===== src/rtl/dcache_defines.svh =====
`ifndef DCACHE_DEFINES_SVH
`define DCACHE_DEFINES_SVH

// two-way cache geometry
`define DC_SETS      8
`define DC_WORDS     2        // words per block

// address fields
`define DC_IDX_W     3        // addr[5:3]
`define DC_TAG_W     26       // addr[31:6]
`define DC_WORD_W    32

// hit count is written here at the end of a flush
`define DC_HIT_ADDR  32'h3100

`endif


===== src/rtl/dcache_pkg.sv =====
`include "dcache_defines.svh"

package dcache_pkg;

   typedef logic [`DC_WORD_W-1:0] word_t;   // data word or byte address
   typedef logic [`DC_TAG_W-1:0]  tag_t;
   typedef logic [`DC_IDX_W-1:0]  idx_t;
   typedef logic                  way_t;    // 0 or 1

   // controller states
   typedef enum logic [2:0]
   {
      IDLE,
      WB1,        // victim word 0 to memory
      WB2,        // victim word 1 to memory
      FILL1,      // other word of the block
      FILL2,      // requested word, store merged here
      FLUSH,
      HIT_WRITE,
      DONE
   } dc_state_t;

endpackage


===== src/rtl/dcache_array_if.sv =====
`timescale 1ns/1ps

interface dcache_array_if import dcache_pkg::*; ();

   // from the controller
   idx_t  idx;
   tag_t  tag;
   logic  word_sel;
   way_t  way;           // way being written or inspected
   logic  fill_we;
   logic  store_we;
   word_t wdata;
   logic  set_dirty;
   logic  make_valid;
   logic  touch;         // mark the other way as LRU
   logic  clear_dirty;

   // from the storage
   logic  hit;
   way_t  hit_way;
   way_t  victim_way;    // LRU way of idx
   logic  victim_valid;
   logic  victim_dirty;
   tag_t  victim_tag;
   word_t rdata_hit;
   word_t blk_word0;
   word_t blk_word1;

   modport ctrl (
      output idx, tag, word_sel, way, fill_we, store_we, wdata,
             set_dirty, make_valid, touch, clear_dirty,
      input  hit, hit_way, victim_way, victim_valid, victim_dirty,
             victim_tag, rdata_hit, blk_word0, blk_word1
   );

   modport array (
      input  idx, tag, word_sel, way, fill_we, store_we, wdata,
             set_dirty, make_valid, touch, clear_dirty,
      output hit, hit_way, victim_way, victim_valid, victim_dirty,
             victim_tag, rdata_hit, blk_word0, blk_word1
   );

endinterface


===== src/rtl/dcache_array.sv =====
`timescale 1ns/1ps
`include "dcache_defines.svh"

module dcache_array import dcache_pkg::*;
(
   input logic           CLK,
   input logic           nRST,
   dcache_array_if.array bus
);

   logic  valid_q [2][`DC_SETS];
   logic  dirty_q [2][`DC_SETS];
   tag_t  tag_q   [2][`DC_SETS];
   word_t data_q  [2][`DC_SETS][`DC_WORDS];
   logic [`DC_SETS-1:0] lru_q;      // per set, the way to evict next

   logic [1:0] way_hit;

   // tag compare on both ways
   always_comb
   begin
      for (int w = 0; w < 2; w++)
      begin
         way_hit[w] = valid_q[w][bus.idx] && (tag_q[w][bus.idx] == bus.tag);
      end
   end

   assign bus.hit       = |way_hit;
   assign bus.hit_way   = way_t'(way_hit[1]);
   assign bus.rdata_hit = data_q[bus.hit_way][bus.idx][bus.word_sel];

   assign bus.victim_way = lru_q[bus.idx];

   // status and words of the way the controller points at
   // during a miss that is the victim, during flush the walked way
   assign bus.victim_valid = valid_q[bus.way][bus.idx];
   assign bus.victim_dirty = dirty_q[bus.way][bus.idx];
   assign bus.victim_tag   = tag_q[bus.way][bus.idx];
   assign bus.blk_word0    = data_q[bus.way][bus.idx][0];
   assign bus.blk_word1    = data_q[bus.way][bus.idx][1];

   always_ff @(posedge CLK, negedge nRST)
   begin
      if (!nRST)
      begin
         lru_q <= '0;
         for (int w = 0; w < 2; w++)
         begin
            for (int s = 0; s < `DC_SETS; s++)
            begin
               valid_q[w][s] <= 1'b0;
               dirty_q[w][s] <= 1'b0;
               tag_q[w][s]   <= '0;
               for (int k = 0; k < `DC_WORDS; k++)
                  data_q[w][s][k] <= '0;
            end
         end
      end
      else
      begin
         if (bus.fill_we)
         begin
            data_q[bus.way][bus.idx][bus.word_sel] <= bus.wdata;
            tag_q[bus.way][bus.idx]   <= bus.tag;
            dirty_q[bus.way][bus.idx] <= bus.set_dirty;   // set on a write miss
            if (bus.make_valid)
               valid_q[bus.way][bus.idx] <= 1'b1;
         end
         if (bus.store_we)
         begin
            data_q[bus.way][bus.idx][bus.word_sel] <= bus.wdata;
            dirty_q[bus.way][bus.idx] <= 1'b1;
         end
         if (bus.clear_dirty)
            dirty_q[bus.way][bus.idx] <= 1'b0;   // block is back in memory
         if (bus.touch)
            lru_q[bus.idx] <= ~bus.way;
      end
   end

endmodule


===== src/rtl/dcache_ctrl.sv =====
`timescale 1ns/1ps
`include "dcache_defines.svh"

module dcache_ctrl import dcache_pkg::*;
(
   input  logic         CLK,
   input  logic         nRST,
   input  logic         dmem_ren,
   input  logic         dmem_wen,
   input  logic         halt,
   input  word_t        dmem_addr,
   input  word_t        dmem_store,
   output word_t        dmem_load,
   output logic         dhit,
   output logic         flushed,
   output logic         mem_ren,
   output logic         mem_wen,
   output word_t        mem_addr,
   output word_t        mem_store,
   input  word_t        mem_load,
   input  logic         mem_wait,
   dcache_array_if.ctrl bus
);

   dc_state_t state, next_state;

   tag_t req_tag;
   idx_t req_idx;
   logic req_word;
   logic req;

   // flush walker
   way_t fl_way, next_fl_way;
   idx_t fl_idx, next_fl_idx;
   logic fl_word, next_fl_word;
   logic fl_set_end;
   logic fl_last;

   word_t hit_cnt;
   logic  count_hit;

   assign req_tag  = dmem_addr[`DC_WORD_W-1 -: `DC_TAG_W];
   assign req_idx  = dmem_addr[2+`DC_IDX_W -: `DC_IDX_W];
   assign req_word = dmem_addr[2];
   assign req      = dmem_ren | dmem_wen;

   assign fl_set_end = (fl_idx == idx_t'(`DC_SETS-1));
   assign fl_last    = fl_set_end && (fl_way == 1'b1);

   // array lookup steering
   assign bus.idx = (state == FLUSH) ? fl_idx : req_idx;
   assign bus.tag = req_tag;
   assign bus.way = (state == FLUSH) ? fl_way :
                    (state == IDLE && bus.hit) ? bus.hit_way : bus.victim_way;
   assign bus.word_sel = (state == FLUSH) ? fl_word :
                         (state == FILL1) ? ~req_word : req_word;

   always_comb
   begin
      next_state   = state;
      next_fl_way  = fl_way;
      next_fl_idx  = fl_idx;
      next_fl_word = fl_word;
      count_hit    = 1'b0;

      dhit      = 1'b0;
      dmem_load = '0;
      flushed   = 1'b0;
      mem_ren   = 1'b0;
      mem_wen   = 1'b0;
      mem_addr  = '0;
      mem_store = '0;

      bus.wdata       = dmem_store;
      bus.fill_we     = 1'b0;
      bus.store_we    = 1'b0;
      bus.set_dirty   = 1'b0;
      bus.make_valid  = 1'b0;
      bus.touch       = 1'b0;
      bus.clear_dirty = 1'b0;

      case (state)
         IDLE:
         begin
            if (halt)
               next_state = FLUSH;
            else if (req && bus.hit)
            begin
               dhit         = 1'b1;
               dmem_load    = bus.rdata_hit;
               bus.store_we = dmem_wen;
               bus.touch    = 1'b1;
               count_hit    = 1'b1;
            end
            else if (req)
               next_state = (bus.victim_valid && bus.victim_dirty) ? WB1 : FILL1;
         end
         WB1:
         begin
            mem_wen   = 1'b1;
            mem_addr  = {bus.victim_tag, req_idx, 1'b0, 2'b00};
            mem_store = bus.blk_word0;
            if (!mem_wait)
               next_state = WB2;
         end
         WB2:
         begin
            mem_wen   = 1'b1;
            mem_addr  = {bus.victim_tag, req_idx, 1'b1, 2'b00};
            mem_store = bus.blk_word1;
            if (!mem_wait)
            begin
               bus.clear_dirty = 1'b1;
               next_state      = FILL1;
            end
         end
         FILL1:
         begin
            // the word not asked for comes first
            mem_ren   = 1'b1;
            mem_addr  = {req_tag, req_idx, ~req_word, 2'b00};
            bus.wdata = mem_load;
            if (!mem_wait)
            begin
               bus.fill_we = 1'b1;
               next_state  = FILL2;
            end
         end
         FILL2:
         begin
            mem_ren   = 1'b1;
            mem_addr  = {req_tag, req_idx, req_word, 2'b00};
            bus.wdata = dmem_wen ? dmem_store : mem_load;   // store merge
            if (!mem_wait)
            begin
               bus.fill_we    = 1'b1;
               bus.make_valid = 1'b1;
               bus.set_dirty  = dmem_wen;
               bus.touch      = 1'b1;
               dhit           = 1'b1;
               dmem_load      = mem_load;
               next_state     = IDLE;
            end
         end
         FLUSH:
         begin
            if (bus.victim_dirty)
            begin
               mem_wen   = 1'b1;
               mem_addr  = {bus.victim_tag, fl_idx, fl_word, 2'b00};
               mem_store = fl_word ? bus.blk_word1 : bus.blk_word0;
            end
            if (!bus.victim_dirty || (!mem_wait && fl_word))
            begin
               // block finished, step to next set
               bus.clear_dirty = bus.victim_dirty;
               next_fl_word    = 1'b0;
               next_fl_idx     = fl_idx + 1'b1;
               if (fl_set_end)
                  next_fl_way = ~fl_way;
               if (fl_last)
                  next_state = HIT_WRITE;
            end
            else if (!mem_wait)
               next_fl_word = 1'b1;
         end
         HIT_WRITE:
         begin
            mem_wen   = 1'b1;
            mem_addr  = `DC_HIT_ADDR;
            mem_store = hit_cnt;
            if (!mem_wait)
               next_state = DONE;
         end
         DONE:
            flushed = 1'b1;   // held until reset
         default:
            next_state = IDLE;
      endcase
   end

   always_ff @(posedge CLK, negedge nRST)
   begin
      if (!nRST)
      begin
         state   <= IDLE;
         fl_way  <= 1'b0;
         fl_idx  <= '0;
         fl_word <= 1'b0;
         hit_cnt <= '0;
      end
      else
      begin
         state   <= next_state;
         fl_way  <= next_fl_way;
         fl_idx  <= next_fl_idx;
         fl_word <= next_fl_word;
         if (count_hit)
            hit_cnt <= hit_cnt + 1'b1;
      end
   end

endmodule


===== src/rtl/dcache_top.sv =====
`timescale 1ns/1ps

module dcache_top import dcache_pkg::*;
(
   input  logic  CLK,
   input  logic  nRST,
   // datapath side
   input  logic  dmem_ren,
   input  logic  dmem_wen,
   input  logic  halt,
   input  word_t dmem_addr,
   input  word_t dmem_store,
   output word_t dmem_load,
   output logic  dhit,
   output logic  flushed,
   // memory side
   output logic  mem_ren,
   output logic  mem_wen,
   output word_t mem_addr,
   output word_t mem_store,
   input  word_t mem_load,
   input  logic  mem_wait
);

   dcache_array_if bus ();

   dcache_array u_array (
      .CLK  (CLK),
      .nRST (nRST),
      .bus  (bus.array)
   );

   dcache_ctrl u_ctrl (
      .CLK        (CLK),
      .nRST       (nRST),
      .dmem_ren   (dmem_ren),
      .dmem_wen   (dmem_wen),
      .halt       (halt),
      .dmem_addr  (dmem_addr),
      .dmem_store (dmem_store),
      .dmem_load  (dmem_load),
      .dhit       (dhit),
      .flushed    (flushed),
      .mem_ren    (mem_ren),
      .mem_wen    (mem_wen),
      .mem_addr   (mem_addr),
      .mem_store  (mem_store),
      .mem_load   (mem_load),
      .mem_wait   (mem_wait),
      .bus        (bus.ctrl)
   );

endmodule


===== config.mk =====
export PLATFORM = sky130hd
export DESIGN_NAME = dcache_top
export DESIGN_NICKNAME = d
export VERILOG_FILES = /design/src/rtl/dcache_pkg.sv /design/src/rtl/dcache_array_if.sv /design/src/rtl/dcache_array.sv /design/src/rtl/dcache_ctrl.sv /design/src/rtl/dcache_top.sv
export VERILOG_INCLUDE_DIRS = /design/src /design/src/rtl
export SDC_FILE = /design/constraint.sdc
export NUM_CORES = 2
export LEC_CHECK = 0
export BUFFER_PORTS_ARGS = -buffer_cell sky130_fd_sc_hd__buf_2
export CORE_MARGIN = 4
export CORE_UTILIZATION = 35
export DETAILED_ROUTE_END_ITERATION = 8
export PLACE_DENSITY = 0.5
export SLEW_MARGIN = 15
export SYNTH_ARGS = -nofsm -noshare
export SYNTH_HDL_FRONTEND = slang
export SYNTH_SLANG_ARGS = --single-unit

===== constraint.sdc =====
create_clock -name CLK -period 16 [get_ports CLK]
set_input_delay 1.6 -clock CLK [delete_from_list [all_inputs] [get_ports CLK]]
set_output_delay 1.6 -clock CLK [all_outputs]
set_load 0.005 [all_outputs]

# Yosys cells after proc, flatten, opt, wreduce, memory -nomap -nowiden
# Cells that the tools add are included.
[classes]
n_addsub = 2
magnitude_cmp = 9
n_eq_ne = 20
muxes = 121
bitwise_logic = 12
reduce_logical = 24
[ops]
columns = ["op", "count"]
rows = [
  ["$mux 512", 7],
  ["$bwmux 1024", 2],
  ["$mux 1024", 2],
  ["$mux 208", 4],
  ["$demux 512 s1", 1],
  ["$bwmux 416", 1],
  ["$bmux 64 s3", 2],
  ["$mux 32", 11],
  ["$mux 64", 5],
  ["$bmux 26 s3", 3],
  ["$demux 208 s1", 1],
  ["$demux 64 s3", 1],
  ["$pmux 32 s6", 1],
  ["$mux 26", 7],
  ["$pmux 32 s2", 2],
  ["$pmux 32 s4", 1],
  ["$demux 26 s3", 1],
  ["$mux 8", 7],
  ["$eq 26x26->1", 2],
  ["$mux 16", 3],
  ["$mux 3", 11],
  ["$add 32x1->32 const B", 1],
  ["$demux 32 s1", 1],
  ["$mux 1", 32],
  ["other kinds (39)", 79],
]
[totals]
register_bits = 1520
out_inout_bits = 100
elab_cells = 274

# Logic depth before layout (Yosys ltp)
[logic_depth]
ltp_word = 25
mapped_depth = 26

# By module
# Synthesis repeated with hierarchy kept, for this count alone.
[unflattened]
cells_unflattened = 5937
area_unflattened_um2 = 81705.9
[modules_own_cells]
columns = ["mod", "instances", "cells_per_inst", "area_each_um2", "seq_area_each_um2"]
rows = [
  ["dcache_array", 1, 5465, 77591.9, 37035.5],
  ["dcache_ctrl", 1, 472, 4113.9, 1001.0],
]

# Worst setup path after synthesis
# Ideal clock, no wire load.
[synth_timing]
kind = "input -> output"
startpoint = "input dmem_addr[4]"
endpoint = "output mem_store[20]"
t_arrival_ns = 5.934
required_time_ns = 14.400
path_slack_ns = 8.466
cell_stages = 21
path_buffers = 8
path_cell_list = "clkbuf_1 -> buf_2 -> clkbuf_1 -> clkbuf_1 -> nor2_1 -> a22o_1 -> nor4_1 -> xnor2_1 -> nand4b_1 -> or4b_2 -> nor4_4 -> or2_1 -> buf_4 -> buf_6 -> buf_6 -> buf_6 -> mux2i_1 -> o22ai_1 -> nor4_2 -> mux2i_1 -> a221o_1"
[synth_between]
elab_chain_len = 21
elab_cells_between_ends = 40
classes_between = "eq/ne (2); mux (32); bitwise (2); reduce/logical (4)"
[synth_lines]
columns = ["item", "line_no", "source"]
rows = [
  ["start, declared", "dcache_top.sv:11", "input word_t dmem_addr,"],
  ["$mux 3 (*)", "dcache_ctrl.sv:51", "assign bus.idx = (state == FLUSH) ? fl_idx : req_idx;"],
  ["$not 3->4 (implied by the code)", "n/a", ""],
  ["$bmux 26 s3", "dcache_array.sv:24", "way_hit[w] = valid_q[w][bus.idx] && (tag_q[w][bus.idx] == bus.tag);"],
  ["$mux 26 (implied by the code) (2 in a row)", "dcache_array.sv:24", ""],
  ["$eq 26x26->1", "dcache_array.sv:24", ""],
  ["$logic_and 1x1->1", "dcache_array.sv:24", ""],
  ["$reduce_or 2->1", "dcache_array.sv:28", "assign bus.hit = |way_hit;"],
  ["$logic_and 1x1->1", "dcache_ctrl.sv:54", "(state == IDLE && bus.hit) ? bus.hit_way : bus.victim_way;"],
  ["$mux 1", "dcache_ctrl.sv:54", ""],
  ["$mux 1", "dcache_ctrl.sv:53", "assign bus.way = (state == FLUSH) ? fl_way :"],
  ["$not 1->2 (implied by the code)", "dcache_array.sv:37, dcache_array.sv:39, dcache_array.sv:40", ""],
  ["$mux 512 (implied by the code) (3 in a row)", "dcache_array.sv:39, dcache_array.sv:40", ""],
  ["$bmux 64 s3", "dcache_array.sv:39, dcache_array.sv:40", ""],
  ["$mux 64 (implied by the code) (2 in a row)", "dcache_array.sv:39", "assign bus.blk_word0 = data_q[bus.way][bus.idx][0];"],
  ["$mux 32", "dcache_ctrl.sv:151", "mem_store = fl_word ? bus.blk_word1 : bus.blk_word0;"],
  ["$mux 32", "dcache_ctrl.sv:147", "if (bus.victim_dirty)"],
  ["$pmux 32 s4 (*)", "dcache_ctrl.sv:82", "case (state)"],
  ["end, declared", "dcache_top.sv:20", "output word_t mem_store,"],
]
# Every way passes the cells marked *; elsewhere a longest branch is shown, timed or not. The select of a mux whose other input is x is not followed.

# Final worst setup path
[layout_timing]
startpoint = "register u_ctrl.state[0]"
endpoint = "output mem_addr[14]"
[layout_between]
elab_chain_len = 21
elab_cells_between_ends = 46
classes_between = "eq/ne (8); mux (31); bitwise (2); reduce/logical (5)"
[layout_lines]
columns = ["item", "line_no", "source"]
rows = [
  ["start, declared", "dcache_ctrl.sv:25", "dc_state_t state, next_state;"],
  ["start signal, assigned", "dcache_ctrl.sv:194", "state <= next_state;"],
  ["$eq 3x3->1", "dcache_ctrl.sv:51, dcache_ctrl.sv:53, dcache_ctrl.sv:82", ""],
  ["$mux 3", "dcache_ctrl.sv:51", ""],
  ["$not 3->4 (implied by the code)", "dcache_array.sv:24, dcache_array.sv:37, dcache_array.sv:38", ""],
  ["$bmux 26 s3", "dcache_array.sv:24", ""],
  ["$mux 26 (implied by the code) (2 in a row)", "dcache_array.sv:24", ""],
  ["$eq 26x26->1", "dcache_array.sv:24", ""],
  ["$logic_and 1x1->1", "dcache_array.sv:24", ""],
  ["$reduce_or 2->1", "dcache_array.sv:28", ""],
  ["$logic_and 1x1->1", "dcache_ctrl.sv:54", ""],
  ["$mux 1", "dcache_ctrl.sv:54", ""],
  ["$mux 1", "dcache_ctrl.sv:53", ""],
  ["$not 1->2 (implied by the code)", "dcache_array.sv:37, dcache_array.sv:38", ""],
  ["$mux 208 (implied by the code) or $mux 8 (tied branches) (3 in a row)", "dcache_array.sv:38, dcache_array.sv:37", ""],
  ["$bmux 26 s3 or $bmux 1 s3 (tied branches)", "dcache_array.sv:38, dcache_array.sv:37", ""],
  ["$mux 26 (implied by the code) or $mux 1 (tied branches) (2 in a row)", "dcache_array.sv:38, dcache_array.sv:37", ""],
  ["$mux 32", "dcache_ctrl.sv:147", ""],
  ["$pmux 32 s6 (*)", "dcache_ctrl.sv:82", ""],
  ["end, declared", "dcache_top.sv:19", "output word_t mem_addr,"],
]
# Marks and branches as above.

==> run summary <==
status: completed
Area Growth Syn to Fin: 11.4%
Global Route Usage Sum: 0.291
vias in the first global route: 70000
Pleak: 40.3 nW
CTS H-tree depth: 4
via count: 74000
Worst-Margin Slew: 1.24 ns
Starting DRT DRC Count: 9372
Mapped Cells: 9318
Crit path max-delay family: compound AO/OA/AOI/OAI gates
worst min-delay path category: flop to flop
Hold-fix buffers, CTS: 0
period utilization: 0.776
RD Place Congestion: 0.876
Clock Latency Late Sink: 0.84 ns
Design Power: 19.8 mW
Tmin final: 12.42 ns
post-synthesis adder-cell area fraction: 0.000456
crit-path cells: nand3b_4 > buf_4 > a21oi_4 > buf_4 > a21oi_1 > a211oi_1 > xnor2_1 > nand4_1 > nor4_1 > buf_4 > a41oi_4 > buf_4 > or2_4 > buf_4 > mux2i_1 > a22oi_1 > and3_1 > a211oi_4 > o22ai_1 > buf_2
# DRC: 0
count of final setup violators: 0
count of cell types in the netlist: 102
Starting Density: 0.353
initial antenna violation count: 20
CTS tree: yes
DR vias/cell: 6.02
Synth Area in Compound Gates: 0.167
post-route ant nets: 0
predominant post-synthesis flop cell: dfrtp_1
Post-synth EDFFs: 0
# nets final: 9135
fraction of layout cells with a size suffix above 1: 0.143
I/O Buffers: 197
Slew HR: 0.172
largest family of logic cells by synthesized area: simple AND/OR/NAND/NOR gates
post-route clock skew: 0.0411 ns
dpl hpwl: 210000 um
Seq/Total Area, Yosys: 0.462
critical path type: flop to output pin
Synth Area in XOR/XNOR: 0.00702
clock sink count: 1520
unrepaired setup endpoints after global routing: false
critical path peak fanout: 50
largest net degree at the start of global routing: 163
Die Y: 493 um
cts bufs inserted: 174
routed wire length: 365000 um
GR Overflow Total: 0
Post-CTS Setup Repair Bufs: 0
Buf/Inv on CP: 6
CP required: 14.40 ns
# resized after CTS: 0
crit end category: output pin
Ys Warns: 0
# fillers: 23500
die area: 0.243 mm2
worst stage delay on the critical path: 1.03 ns
Final Hold Vio Count: 0
Seq cells post-synth: 1520
Simple-Gate Fraction of Synth Area: 0.186
Die X-Extent: 493 um
CP max stage cell: a211oi_4
clock-pin slew on the worst setup and hold paths: 0.06 ns
CP Launch Type: flop
max cap viols: 0
PD cells: 216 mW/mm2
Setup TNS: 0 ns
I/O pin cnt: 202
core area: 0.233 mm2
first drt pass iteration count: 8
Root Buffer Master: clkbuf_16
DR WL/cell: 29.7 um
post-synthesis mux area share: 0.125
Post-synth ARST share: 1.00
fmax: 80.5 MHz
clk buf depth: 3
max-slew violations: 0
maximum vdd drop: 0.226 mV
synthesized area: 0.0823 mm2
global-route wire length before repair: 520000 um
WP data arrival: 10.82 ns
most used cell along the critical path: buf_4
Rows: 177
Mean Syn Cell Area: 8.84 um2
-- area by class of cell --
class                           instances  area [um2]  area share
Inverter                               67         251     0.00274
Timing Repair Buffer                  425        2840      0.0310
Tap cell                             3132        3920      0.0427
Multi-Input combinational cell       6842       40600       0.443
Sequential cell                      1520       38000       0.415
Clock inverter                         50         668     0.00729
Clock buffer                          263        5320      0.0580
Antenna cell                            6        15.0    0.000164
-- per-layer routing --
layer  vias up  GRT usage  routed length, um
met4        10      0.132              19200
met2      3821      0.443             159000
met1     37100      0.401             154000
met3       861     0.0577              32900
li1      32200          -                  -
met5         -          0                 62
-- final timing paths --
check,from,end,slack (ns),cells after the start
min in group asynchronous,nRST,u_array.tag_q[357],0.83,1
setup reg to reg,u_ctrl.state[0],u_array.data_q[352],5.34,19
hold reg to reg,u_ctrl.hit_cnt[31],u_ctrl.hit_cnt[31],0.47,1
hold / removal,u_ctrl.hit_cnt[31],u_ctrl.hit_cnt[31],0.47,1
setup / recovery,u_ctrl.state[0],mem_addr[14],3.58,20
max in group asynchronous,nRST,u_array.data_q[195],12.00,4
-- sequential cells by signal, summed over array words and instances (netlist names), named ones only --
name and cells:
u_ctrl.hit_cnt 32, u_array.dirty_q 15, u_ctrl.fl_word 1, u_array.tag_q 416, u_ctrl.fl_idx 3, u_ctrl.fl_way 1, u_array.data_q 1024, u_array.valid_q 16
u_ctrl.state 3, u_array.lru_q 8
-- power by group --
part           internal [mW]  switching [mW]  total, mW  leakage [nW]
Clock                   2.48            1.75       4.24          2.95
Combinational           3.10            6.04       9.15          17.2
Sequential              5.34            1.13       6.47          20.2
-- layout by cell type (no fill, tap or decap), drive strengths merged, types with 36 or more instances in the layout --
cell type and instances:
inv 70, dfrtp 1520, o22ai 188, a311oi 36
and3 87, o211ai 57, buf 425, a22o 42
a21oi 432, nand4 71, nand2 2286, o21ai 957
mux2 436, a31oi 129, xnor2 45, nor4 41
a211oi 54, nor2 423, mux2i 471, nor3 59
clkbuf 263, nand3 444, a22oi 77
-- metrics by stage --
stage	std cells	worst slack [ns]	util	hold WS [ns]	cell area, um2
6_report	12300	3.58	0.393	0.473	91700
5_1_grt	12300	3.41	0.393	0.497	91700
4_1_cts	12300	3.81	0.393	0.479	91700
3_5_place_dp	12000	3.92	0.367	0.466	85700
3_3_place_gp	12000	3.92	0.367	0.462	85700
2_1_floorplan	9319	8.47	-	0.445	82300
-- cell families (layout without fill, tap and decap cells) --
kind of cell | after synthesis | in the layout
and+or+nand+nor | 3567 | 3567
buffers and inverters | 957 | 805
other | 1 | 8
DFF | 1520 | 1520
muxes | 938 | 938
xor gates and xnor gates | 66 | 66
adders and majority gates | 3 | 3
AOI/OAI and AO/OA | 2266 | 2266
-- cell usage after synthesis, drive strengths merged, types with 59 or more instances --
cell type	n	area share
a21oi	432	0.026
a22oi	77	0.0071
a31oi	129	0.010
and3	87	0.0066
buf	386	0.026
clkbuf	504	0.023
dfrtp	1520	0.46
inv	67	0.0031
mux2	436	0.060
mux2i	471	0.057
nand2	2286	0.11
nand3	444	0.027
nand4	71	0.0054
nor2	423	0.019
nor3	59	0.0039
o21ai	957	0.058
o22ai	188	0.014
No activity file was read; power rests on OpenSTA's default activity.
